--- src/hdl/mem_pkg.sv ---
// memory bus address and data types
// memory size and i/o address map constants
`default_nettype none

package mem_pkg;

    // byte address, only the low bits reach the memory
    typedef logic [31:0] addr_t;
    // one byte on the bus in each direction
    typedef logic [7:0]  byte_t;

    // 128 KB of ram behind the bus
    localparam int MEM_ADDR_BITS = 17;

    // addr[17:16] of an i/o access
    localparam logic [1:0] IO_SEL = 2'b11;

    // writing here ends the program
    localparam addr_t IO_STOP_ADDR = 32'h0003_0004;

    // little-endian word, one byte per bus cycle
    localparam int BYTES_PER_WORD = 4;

endpackage

`default_nettype wire

--- src/hdl/rv32_pkg.sv ---
// rv32i field types, opcode and funct3 constants
// alu operation encoding
`default_nettype none

package rv32_pkg;

    // data path and instruction field widths
    typedef logic [31:0] word_t;
    typedef logic [4:0]  reg_idx_t;
    typedef logic [6:0]  opcode_t;
    typedef logic [2:0]  funct3_t;

    // major opcodes of the supported subset
    localparam opcode_t OPC_OP     = 7'b0110011;
    localparam opcode_t OPC_OP_IMM = 7'b0010011;
    localparam opcode_t OPC_LUI    = 7'b0110111;
    localparam opcode_t OPC_LOAD   = 7'b0000011;
    localparam opcode_t OPC_STORE  = 7'b0100011;
    localparam opcode_t OPC_BRANCH = 7'b1100011;

    // funct3 of the alu group, shared by OP and OP-IMM
    localparam funct3_t F3_ADD = 3'b000;
    localparam funct3_t F3_SLT = 3'b010;
    localparam funct3_t F3_XOR = 3'b100;
    localparam funct3_t F3_OR  = 3'b110;
    localparam funct3_t F3_AND = 3'b111;
    // beq, anything else in the branch group is taken as bne
    localparam funct3_t F3_BEQ = 3'b000;

    // pass_b forwards the u immediate for lui
    typedef enum logic [2:0] {
        ALU_ADD,
        ALU_SUB,
        ALU_AND,
        ALU_OR,
        ALU_XOR,
        ALU_SLT,
        ALU_PASS_B
    } alu_op_e;

endpackage

`default_nettype wire
--- src/hdl/cpu.sv ---
// rv32i core top level
// memory controller, sequencer, decoder, register file and alu
`timescale 1ns/1ps
`default_nettype none

module cpu #(
    // address of the first fetch
    parameter mem_pkg::addr_t RESET_PC = '0
) (
    input  logic            clk_in,
    input  logic            i_rst_n,
    // freezes the whole core while low
    input  logic            i_rdy,
    input  mem_pkg::byte_t  i_mem_din,
    output mem_pkg::byte_t  o_mem_dout,
    output mem_pkg::addr_t  o_mem_a,
    output logic            o_mem_wr,
    output logic            o_halt
);

    import rv32_pkg::*;
    import mem_pkg::*;

    // sequencer to memory controller handshake
    logic     req;
    logic     we;
    addr_t    addr;
    word_t    wdata;
    logic     ack;
    word_t    rdata;

    // decoded instruction
    word_t    inst;
    opcode_t  opcode;
    funct3_t  funct3;
    reg_idx_t rd;
    reg_idx_t rs1;
    reg_idx_t rs2;
    word_t    imm;
    alu_op_e  alu_op;
    logic     use_imm;

    // register file and alu
    word_t    rs1_val;
    word_t    rs2_val;
    logic     rf_we;
    word_t    rf_wdata;
    word_t    alu_result;
    logic     zero;

    mem_ctrl u_mem_ctrl (
        .clk_in     (clk_in),
        .i_rst_n    (i_rst_n),
        .i_rdy      (i_rdy),
        .i_req      (req),
        .i_we       (we),
        .i_addr     (addr),
        .i_wdata    (wdata),
        .o_ack      (ack),
        .o_rdata    (rdata),
        .i_mem_din  (i_mem_din),
        .o_mem_dout (o_mem_dout),
        .o_mem_a    (o_mem_a),
        .o_mem_wr   (o_mem_wr)
    );

    core_seq #(
        .RESET_PC (RESET_PC)
    ) u_core_seq (
        .clk_in       (clk_in),
        .i_rst_n      (i_rst_n),
        .i_rdy        (i_rdy),
        .o_req        (req),
        .o_we         (we),
        .o_addr       (addr),
        .o_wdata      (wdata),
        .i_ack        (ack),
        .i_rdata      (rdata),
        .o_inst       (inst),
        .i_opcode     (opcode),
        .i_funct3     (funct3),
        .i_imm        (imm),
        .i_alu_result (alu_result),
        .i_zero       (zero),
        .i_rs2_val    (rs2_val),
        .o_rf_we      (rf_we),
        .o_rf_wdata   (rf_wdata),
        .o_halt       (o_halt)
    );

    decoder u_decoder (
        .i_inst    (inst),
        .o_opcode  (opcode),
        .o_funct3  (funct3),
        .o_rd      (rd),
        .o_rs1     (rs1),
        .o_rs2     (rs2),
        .o_imm     (imm),
        .o_alu_op  (alu_op),
        .o_use_imm (use_imm)
    );

    reg_file u_reg_file (
        .clk_in    (clk_in),
        .i_rst_n   (i_rst_n),
        .i_rdy     (i_rdy),
        .i_rs1     (rs1),
        .i_rs2     (rs2),
        .o_rs1_val (rs1_val),
        .o_rs2_val (rs2_val),
        .i_we      (rf_we),
        .i_rd      (rd),
        .i_wdata   (rf_wdata)
    );

    alu u_alu (
        .i_op      (alu_op),
        .i_a       (rs1_val),
        .i_b       (rs2_val),
        .i_imm     (imm),
        .i_use_imm (use_imm),
        .o_result  (alu_result),
        .o_zero    (zero)
    );

endmodule

`default_nettype wire

--- src/hdl/core_seq.sv ---
// sequencer FSM with pc, instruction register and result latch
// branch resolve and stop-address detection
`timescale 1ns/1ps
`default_nettype none

module core_seq #(
    parameter mem_pkg::addr_t RESET_PC = '0
) (
    input  logic              clk_in,
    input  logic              i_rst_n,
    input  logic              i_rdy,
    // handshake to the memory controller
    output logic              o_req,
    output logic              o_we,
    output mem_pkg::addr_t    o_addr,
    output rv32_pkg::word_t   o_wdata,
    input  logic              i_ack,
    input  rv32_pkg::word_t   i_rdata,
    // decoder
    output rv32_pkg::word_t   o_inst,
    input  rv32_pkg::opcode_t i_opcode,
    input  rv32_pkg::funct3_t i_funct3,
    input  rv32_pkg::word_t   i_imm,
    // alu
    input  rv32_pkg::word_t   i_alu_result,
    input  logic              i_zero,
    // register file
    input  rv32_pkg::word_t   i_rs2_val,
    output logic              o_rf_we,
    output rv32_pkg::word_t   o_rf_wdata,
    output logic              o_halt
);

    import rv32_pkg::*;
    import mem_pkg::*;

    typedef enum logic [2:0] {
        FETCH_REQ,
        FETCH_WAIT,
        EXEC,
        MEM_REQ,
        MEM_WAIT,
        WB,
        HALT
    } state_e;

    state_e state;
    addr_t  pc;
    word_t  ir;
    // alu result, then load data for loads
    word_t  res;
    logic   br_taken;

    logic   is_branch;
    logic   is_load;
    logic   is_store;
    logic   writes_rd;
    logic   stop_hit;

    assign is_branch = (i_opcode == OPC_BRANCH);
    assign is_load   = (i_opcode == OPC_LOAD);
    assign is_store  = (i_opcode == OPC_STORE);
    assign writes_rd = (i_opcode == OPC_OP) || (i_opcode == OPC_OP_IMM) ||
                       (i_opcode == OPC_LUI) || is_load;

    // i/o window, then the offset of the stop port
    assign stop_hit = (res[MEM_ADDR_BITS:MEM_ADDR_BITS-1] == IO_SEL) &&
                      (res[MEM_ADDR_BITS-2:0] == IO_STOP_ADDR[MEM_ADDR_BITS-2:0]);

    // req held through the wait states only
    assign o_req  = (state == FETCH_WAIT) || (state == MEM_WAIT);
    assign o_we   = (state == MEM_WAIT) && is_store;
    assign o_addr = ((state == MEM_REQ) || (state == MEM_WAIT)) ? res : pc;
    // ir and registers are stable until wb
    assign o_wdata = i_rs2_val;

    assign o_inst     = ir;
    assign o_rf_we    = (state == WB) && writes_rd;
    assign o_rf_wdata = res;
    assign o_halt     = (state == HALT);

    always_ff @(posedge clk_in) begin
        if (!i_rst_n) begin
            state    <= FETCH_REQ;
            pc       <= RESET_PC;
            br_taken <= 1'b0;
        end else if (i_rdy) begin
            case (state)
                // previous ack must be down first
                FETCH_REQ: if (!i_ack) state <= FETCH_WAIT;
                FETCH_WAIT: if (i_ack) state <= EXEC;
                EXEC: begin
                    br_taken <= is_branch && ((i_funct3 == F3_BEQ) ? i_zero : !i_zero);
                    state    <= (is_load || is_store) ? MEM_REQ : WB;
                end
                MEM_REQ: if (!i_ack) state <= MEM_WAIT;
                MEM_WAIT: begin
                    // stop store finishes its bytes, then park
                    if (i_ack) begin
                        state <= (is_store && stop_hit) ? HALT : WB;
                    end
                end
                WB: begin
                    pc    <= br_taken ? pc + i_imm : pc + addr_t'(BYTES_PER_WORD);
                    state <= FETCH_REQ;
                end
                default: state <= HALT;
            endcase
        end
    end

    always_ff @(posedge clk_in) begin
        if (i_rdy) begin
            if (state == FETCH_WAIT && i_ack) begin
                ir <= i_rdata;
            end
            if (state == EXEC) begin
                res <= i_alu_result;
            end
            if (state == MEM_WAIT && i_ack && is_load) begin
                res <= i_rdata;
            end
        end
    end

    // branch offsets and +4 keep fetches aligned
    a_pc_aligned: assert property (@(posedge clk_in) disable iff (!i_rst_n)
        pc[1:0] == 2'b00);

endmodule

`default_nettype wire

--- src/hdl/mem_ctrl.sv ---
// memory controller, word requests to byte cycles
`timescale 1ns/1ps
`default_nettype none

module mem_ctrl (
    input  logic             clk_in,
    input  logic             i_rst_n,
    input  logic             i_rdy,
    // four-phase handshake from the sequencer
    input  logic             i_req,
    input  logic             i_we,
    input  mem_pkg::addr_t   i_addr,
    input  rv32_pkg::word_t  i_wdata,
    output logic             o_ack,
    output rv32_pkg::word_t  o_rdata,
    // byte bus, read data one cycle after the address
    input  mem_pkg::byte_t   i_mem_din,
    output mem_pkg::byte_t   o_mem_dout,
    output mem_pkg::addr_t   o_mem_a,
    output logic             o_mem_wr
);

    import rv32_pkg::*;
    import mem_pkg::*;

    // bytes issued so far, 0..4
    logic [2:0] cnt;
    // a read byte is due on i_mem_din
    logic       rd_pend;
    // lane of the byte that comes back
    logic [1:0] ret_idx;
    logic       issue;
    logic       last_wr;
    logic       last_rd;
    addr_t      byte_addr;

    // bytes still to go and the word not yet acked
    assign issue   = i_req && !o_ack && (cnt < 3'(BYTES_PER_WORD));
    assign last_wr = issue && i_we && (cnt == 3'(BYTES_PER_WORD - 1));
    // last read byte lands one cycle after its address
    assign last_rd = rd_pend && (cnt == 3'(BYTES_PER_WORD));
    assign ret_idx = cnt[1:0] - 2'd1;

    // word aligned, so the lane is just the count
    assign byte_addr  = {i_addr[31:2], cnt[1:0]};
    // ram plus i/o select bits, upper bits zero
    assign o_mem_a    = addr_t'(byte_addr[MEM_ADDR_BITS:0]);
    assign o_mem_dout = i_wdata[8*cnt[1:0] +: 8];
    assign o_mem_wr   = issue && i_we;

    always_ff @(posedge clk_in) begin
        if (!i_rst_n) begin
            cnt     <= '0;
            rd_pend <= 1'b0;
            o_ack   <= 1'b0;
        end else if (i_rdy) begin
            rd_pend <= issue && !i_we;
            if (!i_req) begin
                // req gone, close the handshake
                cnt   <= '0;
                o_ack <= 1'b0;
            end else begin
                if (issue) begin
                    cnt <= cnt + 3'd1;
                end
                if (last_wr || last_rd) begin
                    o_ack <= 1'b1;
                end
            end
        end
    end

    // assemble little-endian read word
    always_ff @(posedge clk_in) begin
        if (i_rdy && rd_pend) begin
            o_rdata[8*ret_idx +: 8] <= i_mem_din;
        end
    end

    // sequencer only asks for whole aligned words
    a_addr_aligned: assert property (@(posedge clk_in) disable iff (!i_rst_n)
        i_req |-> (i_addr[1:0] == 2'b00));

    // req must stay up until the word is acked
    a_req_held: assert property (@(posedge clk_in) disable iff (!i_rst_n)
        (i_req && !o_ack) |=> i_req);

endmodule

`default_nettype wire

--- src/hdl/reg_file.sv ---
// integer register file, x0 reads zero
`timescale 1ns/1ps
`default_nettype none

module reg_file (
    input  logic               clk_in,
    input  logic               i_rst_n,
    input  logic               i_rdy,
    input  rv32_pkg::reg_idx_t i_rs1,
    input  rv32_pkg::reg_idx_t i_rs2,
    output rv32_pkg::word_t    o_rs1_val,
    output rv32_pkg::word_t    o_rs2_val,
    input  logic               i_we,
    input  rv32_pkg::reg_idx_t i_rd,
    input  rv32_pkg::word_t    i_wdata
);

    import rv32_pkg::*;

    // x1..x31, no storage for x0
    word_t regs [1:31];

    always_ff @(posedge clk_in) begin
        if (!i_rst_n) begin
            for (int i = 1; i < 32; i++) begin
                regs[i] <= '0;
            end
        end else if (i_rdy && i_we && (i_rd != '0)) begin
            regs[i_rd] <= i_wdata;
        end
    end

    // async read
    assign o_rs1_val = (i_rs1 == '0) ? '0 : regs[i_rs1];
    assign o_rs2_val = (i_rs2 == '0) ? '0 : regs[i_rs2];

endmodule

`default_nettype wire

--- src/hdl/decoder.sv ---
// instruction decoder, fields, immediates and alu operation
`timescale 1ns/1ps
`default_nettype none

module decoder (
    input  rv32_pkg::word_t    i_inst,
    output rv32_pkg::opcode_t  o_opcode,
    output rv32_pkg::funct3_t  o_funct3,
    output rv32_pkg::reg_idx_t o_rd,
    output rv32_pkg::reg_idx_t o_rs1,
    output rv32_pkg::reg_idx_t o_rs2,
    output rv32_pkg::word_t    o_imm,
    output rv32_pkg::alu_op_e  o_alu_op,
    // alu takes the immediate instead of rs2
    output logic               o_use_imm
);

    import rv32_pkg::*;

    word_t   imm_i;
    word_t   imm_s;
    word_t   imm_b;
    word_t   imm_u;
    alu_op_e f3_op;

    assign o_opcode = i_inst[6:0];
    assign o_rd     = i_inst[11:7];
    assign o_funct3 = i_inst[14:12];
    assign o_rs1    = i_inst[19:15];
    assign o_rs2    = i_inst[24:20];

    // sign extended from bit 31
    assign imm_i = {{20{i_inst[31]}}, i_inst[31:20]};
    assign imm_s = {{20{i_inst[31]}}, i_inst[31:25], i_inst[11:7]};
    assign imm_b = {{19{i_inst[31]}}, i_inst[31], i_inst[7], i_inst[30:25],
                    i_inst[11:8], 1'b0};
    assign imm_u = {i_inst[31:12], 12'b0};

    // funct3 to op, common to reg and imm forms
    always_comb begin
        case (o_funct3)
            F3_SLT:  f3_op = ALU_SLT;
            F3_XOR:  f3_op = ALU_XOR;
            F3_OR:   f3_op = ALU_OR;
            F3_AND:  f3_op = ALU_AND;
            default: f3_op = ALU_ADD;
        endcase
    end

    always_comb begin
        o_imm     = imm_i;
        o_alu_op  = ALU_ADD;
        o_use_imm = 1'b0;
        case (o_opcode)
            OPC_OP: begin
                // funct7 bit 5 picks sub
                if (o_funct3 == F3_ADD && i_inst[30]) begin
                    o_alu_op = ALU_SUB;
                end else begin
                    o_alu_op = f3_op;
                end
            end
            OPC_OP_IMM: begin
                o_alu_op  = f3_op;
                o_use_imm = 1'b1;
            end
            OPC_LUI: begin
                o_imm     = imm_u;
                o_alu_op  = ALU_PASS_B;
                o_use_imm = 1'b1;
            end
            // address generation
            OPC_LOAD: begin
                o_use_imm = 1'b1;
            end
            OPC_STORE: begin
                o_imm     = imm_s;
                o_use_imm = 1'b1;
            end
            // rs1 - rs2, zero flag decides
            OPC_BRANCH: begin
                o_imm    = imm_b;
                o_alu_op = ALU_SUB;
            end
            default: begin
                o_alu_op = ALU_ADD;
            end
        endcase
    end

endmodule

`default_nettype wire

--- src/hdl/alu.sv ---
// combinational alu with operand select and zero flag
`timescale 1ns/1ps
`default_nettype none

module alu (
    input  rv32_pkg::alu_op_e i_op,
    input  rv32_pkg::word_t   i_a,
    input  rv32_pkg::word_t   i_b,
    input  rv32_pkg::word_t   i_imm,
    // immediate select from the decoder
    input  logic              i_use_imm,
    output rv32_pkg::word_t   o_result,
    // result is zero, branch compare
    output logic              o_zero
);

    import rv32_pkg::*;

    word_t b;

    assign b = i_use_imm ? i_imm : i_b;

    always_comb begin
        case (i_op)
            ALU_ADD:    o_result = i_a + b;
            ALU_SUB:    o_result = i_a - b;
            ALU_AND:    o_result = i_a & b;
            ALU_OR:     o_result = i_a | b;
            ALU_XOR:    o_result = i_a ^ b;
            // signed compare
            ALU_SLT:    o_result = word_t'($signed(i_a) < $signed(b));
            ALU_PASS_B: o_result = b;
            default:    o_result = '0;
        endcase
    end

    assign o_zero = (o_result == '0);

endmodule

`default_nettype wire

--- config.mk ---
export PLATFORM = sky130hd
export DESIGN_NAME = cpu
export DESIGN_NICKNAME = d
export VERILOG_FILES = /design/src/hdl/mem_pkg.sv /design/src/hdl/rv32_pkg.sv /design/src/hdl/cpu.sv /design/src/hdl/core_seq.sv /design/src/hdl/mem_ctrl.sv /design/src/hdl/reg_file.sv /design/src/hdl/decoder.sv /design/src/hdl/alu.sv
export SDC_FILE = /design/constraint.sdc
export NUM_CORES = 2
export LEC_CHECK = 0
export ABC_CLOCK_PERIOD_IN_PS = 5700
export BUFFER_PORTS_ARGS = -buffer_cell sky130_fd_sc_hd__buf_2
export CORE_ASPECT_RATIO = 0.5
export CORE_MARGIN = 2
export CORE_UTILIZATION = 28
export DETAILED_ROUTE_END_ITERATION = 7
export GPL_ROUTABILITY_DRIVEN = 0
export PLACE_DENSITY = 0.51
export SYNTH_ARGS = -nofsm -noshare
export SYNTH_HDL_FRONTEND = slang
export SYNTH_HIERARCHICAL = 1
export SYNTH_SLANG_ARGS = --single-unit
--- constraint.sdc ---
create_clock -name clk_in -period 5.7 [get_ports clk_in]
set_input_delay 0.285 -clock clk_in [delete_from_list [all_inputs] [get_ports clk_in]]
set_output_delay 0.285 -clock clk_in [all_outputs]
set_load 0.02 [all_outputs]
==> metrics.md <==
| Metric | Value |
|---|---|
| Status | finished with violations |
| Failing checks | negative setup slack |
| Max VDD drop | 0.000190 V |
| RR Endpoint | u_core_seq/br_taken$_SDFFE_PN0P_ |
| Critical path data arrival time | 7.37 ns |
| Clk buf depth | 3 |
| Final wirelength | 270 mm |
| Buf+Inv Stages, Crit Path | 8 |
| CP top delay family | simple AND/OR/NAND/NOR gates |
| Hold Path End | u_core_seq/o_inst[19]$_DFFE_PP_ |
| Core Area | 243000 um2 |
| Hold path depth | 0 |
| FF-to-FF setup slack | -0.96 ns |
| Final hold vios | 0 |
| Die Height | 353 um |
| Total power | 19.0 mW |
| Power density cells | 223 nW/um2 |
| Vias in the first global route | 50333 |
| CP dominant cell by count | buf_4 |
| Final core utilization | 0.350 |
| Layout Cell Area excl Fill | 85100 um2 |
| Worst Max-Slew Pin Slew | 1.41 ns |
| Layout filler cell count | 23514 |
| GRT Util Overall | 0.209 |
| Fmax | 150 MHz |
| Residual DRC | 0 |
| Layout area overhead | 24.4% |
| Leakage | 31.9 nW |
| CP endpoint kind | flip-flop |
| CTS tree | done |
| Clock-pin slew on the worst setup and hold paths | 0.07 ns |
| Layout Nets | 5984 |
| Largest net degree at the start of global routing | 38 |
| Overflow after GRT | 0 |
| Final setup fails | 6 |
| Starting density of the core | 0.281 |
| Layout cells sized above 1 | 0.359 |
| Unrepaired setup endpoints after global routing | yes |
| First-pass GRT wire length | 376 mm |
| Relative slew slack | 0.0594 |
| FF/Latch Area | 34200 um2 |
| Die Footprint | 248000 um2 |
| Hold/Removal Path Class | flip-flop to flip-flop |
| Hold wc startpoint | u_mem_ctrl/o_rdata[19]$_DFFE_PP_ |
| Tcrit/Tclk final | 1.17 |
| DRT Pass-1 Iters | 6 |
| Multi-input gate area | 33400 um2 |
| Setup WS post-layout | -0.956 ns |
| Synth Cell Area | 68400 um2 |
| Crit start category | flip-flop |
| Buffers on Ports | 38 |
| Yosys warnings | 6 |
| Root buf cell | clkbuf_16 |
| Max-cap violations | 0 |
| Avg Cell Area, Syn | 13.2 um2 |
| Crit path from | u_core_seq/o_inst[20]$_DFFE_PP_ |
| Critical path's largest stage delay | 0.55 ns |
| Skew-Pair Late Insertion Delay | 0.79 ns |
| Crit path kind | flip-flop to flip-flop |
| WL per Instance | 29.3 um |
| Layout Cells excl Fill | 9195 |
| Critical R2R Launch | u_core_seq/o_inst[20]$_DFFE_PP_ |
| Clk_skew | 0.0331 ns |
| Initial DRC Count | 6144 |
| Mapped Cells | 5183 |
| Post-route ant nets | 0 |
| CTS H-Tree Depth | 4 |
| Initial antenna violation count | 21 |
| DP HPWL | 182 mm |
| IO Count | 53 |
| Max Fanout on Critical Path | 8 |
| Placed cell count | 8827 |
| Placement Setup Slack | -1.58 ns |
| Num Clock Sinks | 1147 |
| Die Wd | 703 um |
| Data required, critical path | 6.42 ns |
| R2r worst-path depth | 27 |
| Vias per cell | 5.52 |
| Slew Viols, Final | 0 |
| Num CTS Buffers | 130 |
| Cell Area, Placed | 77700 um2 |
| Number of core rows | 128 |
| CP max stage cell | o31ai_1 |
| Total number of vias | 50754 |
| Tmin final | 6.66 ns |
power breakdown:
group          internal (mW)  switching (mW)
Combinational          0.474           0.649
Clock                   4.61            3.63
Sequential              9.48           0.148
Total                   14.6            4.42
final cells by class:
| class | instances | share of cell area |
|---|---|---|
| clock buffers | 161 | 0.0409 |
| well taps | 3250 | 0.0478 |
| multi-input cells | 3392 | 0.393 |
| inverters | 110 | 0.00488 |
| flip-flops and latches | 1147 | 0.402 |
| clock inverters | 70 | 0.00669 |
| repair buffers | 1052 | 0.105 |
| diodes | 13 | 0.000382 |
repair_timing:
action                                 CTS  global route
gates cloned                             2             4
resized for setup                      127           304
hold buffers                            10             0
setup buffers                            7           112
pin swaps                                9            77
setup endpoints to repair               22            19
endpoints found under the hold margin   56             0
layer usage:
layer / vias to the layer above / GRT usage / part of all wire
met3: 565 / 0.0470 / 0.097
li1: 20946 / - / -
met5: - / 0 / 0.00043
met2: 2798 / 0.337 / 0.46
met4: 16 / 0.0682 / 0.035
met1: 26429 / 0.281 / 0.41
worst max-delay path by stage:
stage                                       end  slack, ns  depth (start not counted)
2_1_floorplan  u_core_seq/br_taken$_SDFFE_PN0P_      0.003                         26
4_1_cts        u_core_seq/br_taken$_SDFFE_PN0P_       -1.0                         25
3_3_place_gp   u_core_seq/br_taken$_SDFFE_PN0P_      -1.59                         24
5_1_grt        u_core_seq/br_taken$_SDFFE_PN0P_      -1.12                         29
6_report       u_core_seq/br_taken$_SDFFE_PN0P_      -0.96                         27
3_5_place_dp   u_core_seq/br_taken$_SDFFE_PN0P_      -1.58                         24
sequential cells by signal, summed over array words and instances (netlist names):
| register | flops |
|---|---|
| u_core_seq/o_inst | 32 |
| u_mem_ctrl/o_rdata | 32 |
| u_core_seq/br_taken | 1 |
| u_mem_ctrl/o_ack | 1 |
| u_core_seq/pc | 18 |
| u_mem_ctrl/rd_pend | 1 |
| u_mem_ctrl/cnt | 3 |
| u_core_seq/state | 3 |
| u_reg_file/regs | 1024 |
| u_core_seq/o_rf_wdata | 32 |
per-stage QoR:
stage | TNS (ns) | hold WS (ns)
floorplan | 0 | 0.422
global placement | -8.88 | 0.427
detailed placement | -9.48 | 0.431
CTS | -2.45 | 0.445
global route | -2.60 | 0.452
finish | -1.79 | 0.444
worst register-to-register path: cells and delay by family (launching register included):
kind,cells,cell delay [ns]
adder cells (fa/ha/maj),1,0.21
multiplexers,3,0.85
AO/OA/AOI/OAI,4,1.20
buffers and inverters,8,1.17
AND/OR/NAND/NOR,10,2.62
flip-flops,1,0.42
XOR/XNOR,1,0.10
placed cells by master, fill, tap and decap left out, drive strengths merged, types with 10 or more instances in the layout:
cell type    count
mux2i          197
o221ai          45
nand3b          15
nor2           138
o21a            13
inv            115
nor2b           46
conb            46
nand3           40
a221oi          12
o22ai          102
edfxtp        1120
nor4            19
and3            21
o21ai          105
mux2            87
a22o            52
clkbuf         165
xor2            16
o211ai          22
dlygate4sd3     10
mux4           482
a2111oi         37
clkinv          53
dfxtp           27
a21o            48
nand2          122
ha             137
nor3           101
a31oi           22
nand2b          41
buf           1036
a211oi          44
diode           13
o31ai           22
xnor2           20
and2          1045
a22oi           23
a21oi          131
Note: power is estimated with default switching activity, not from simulation.
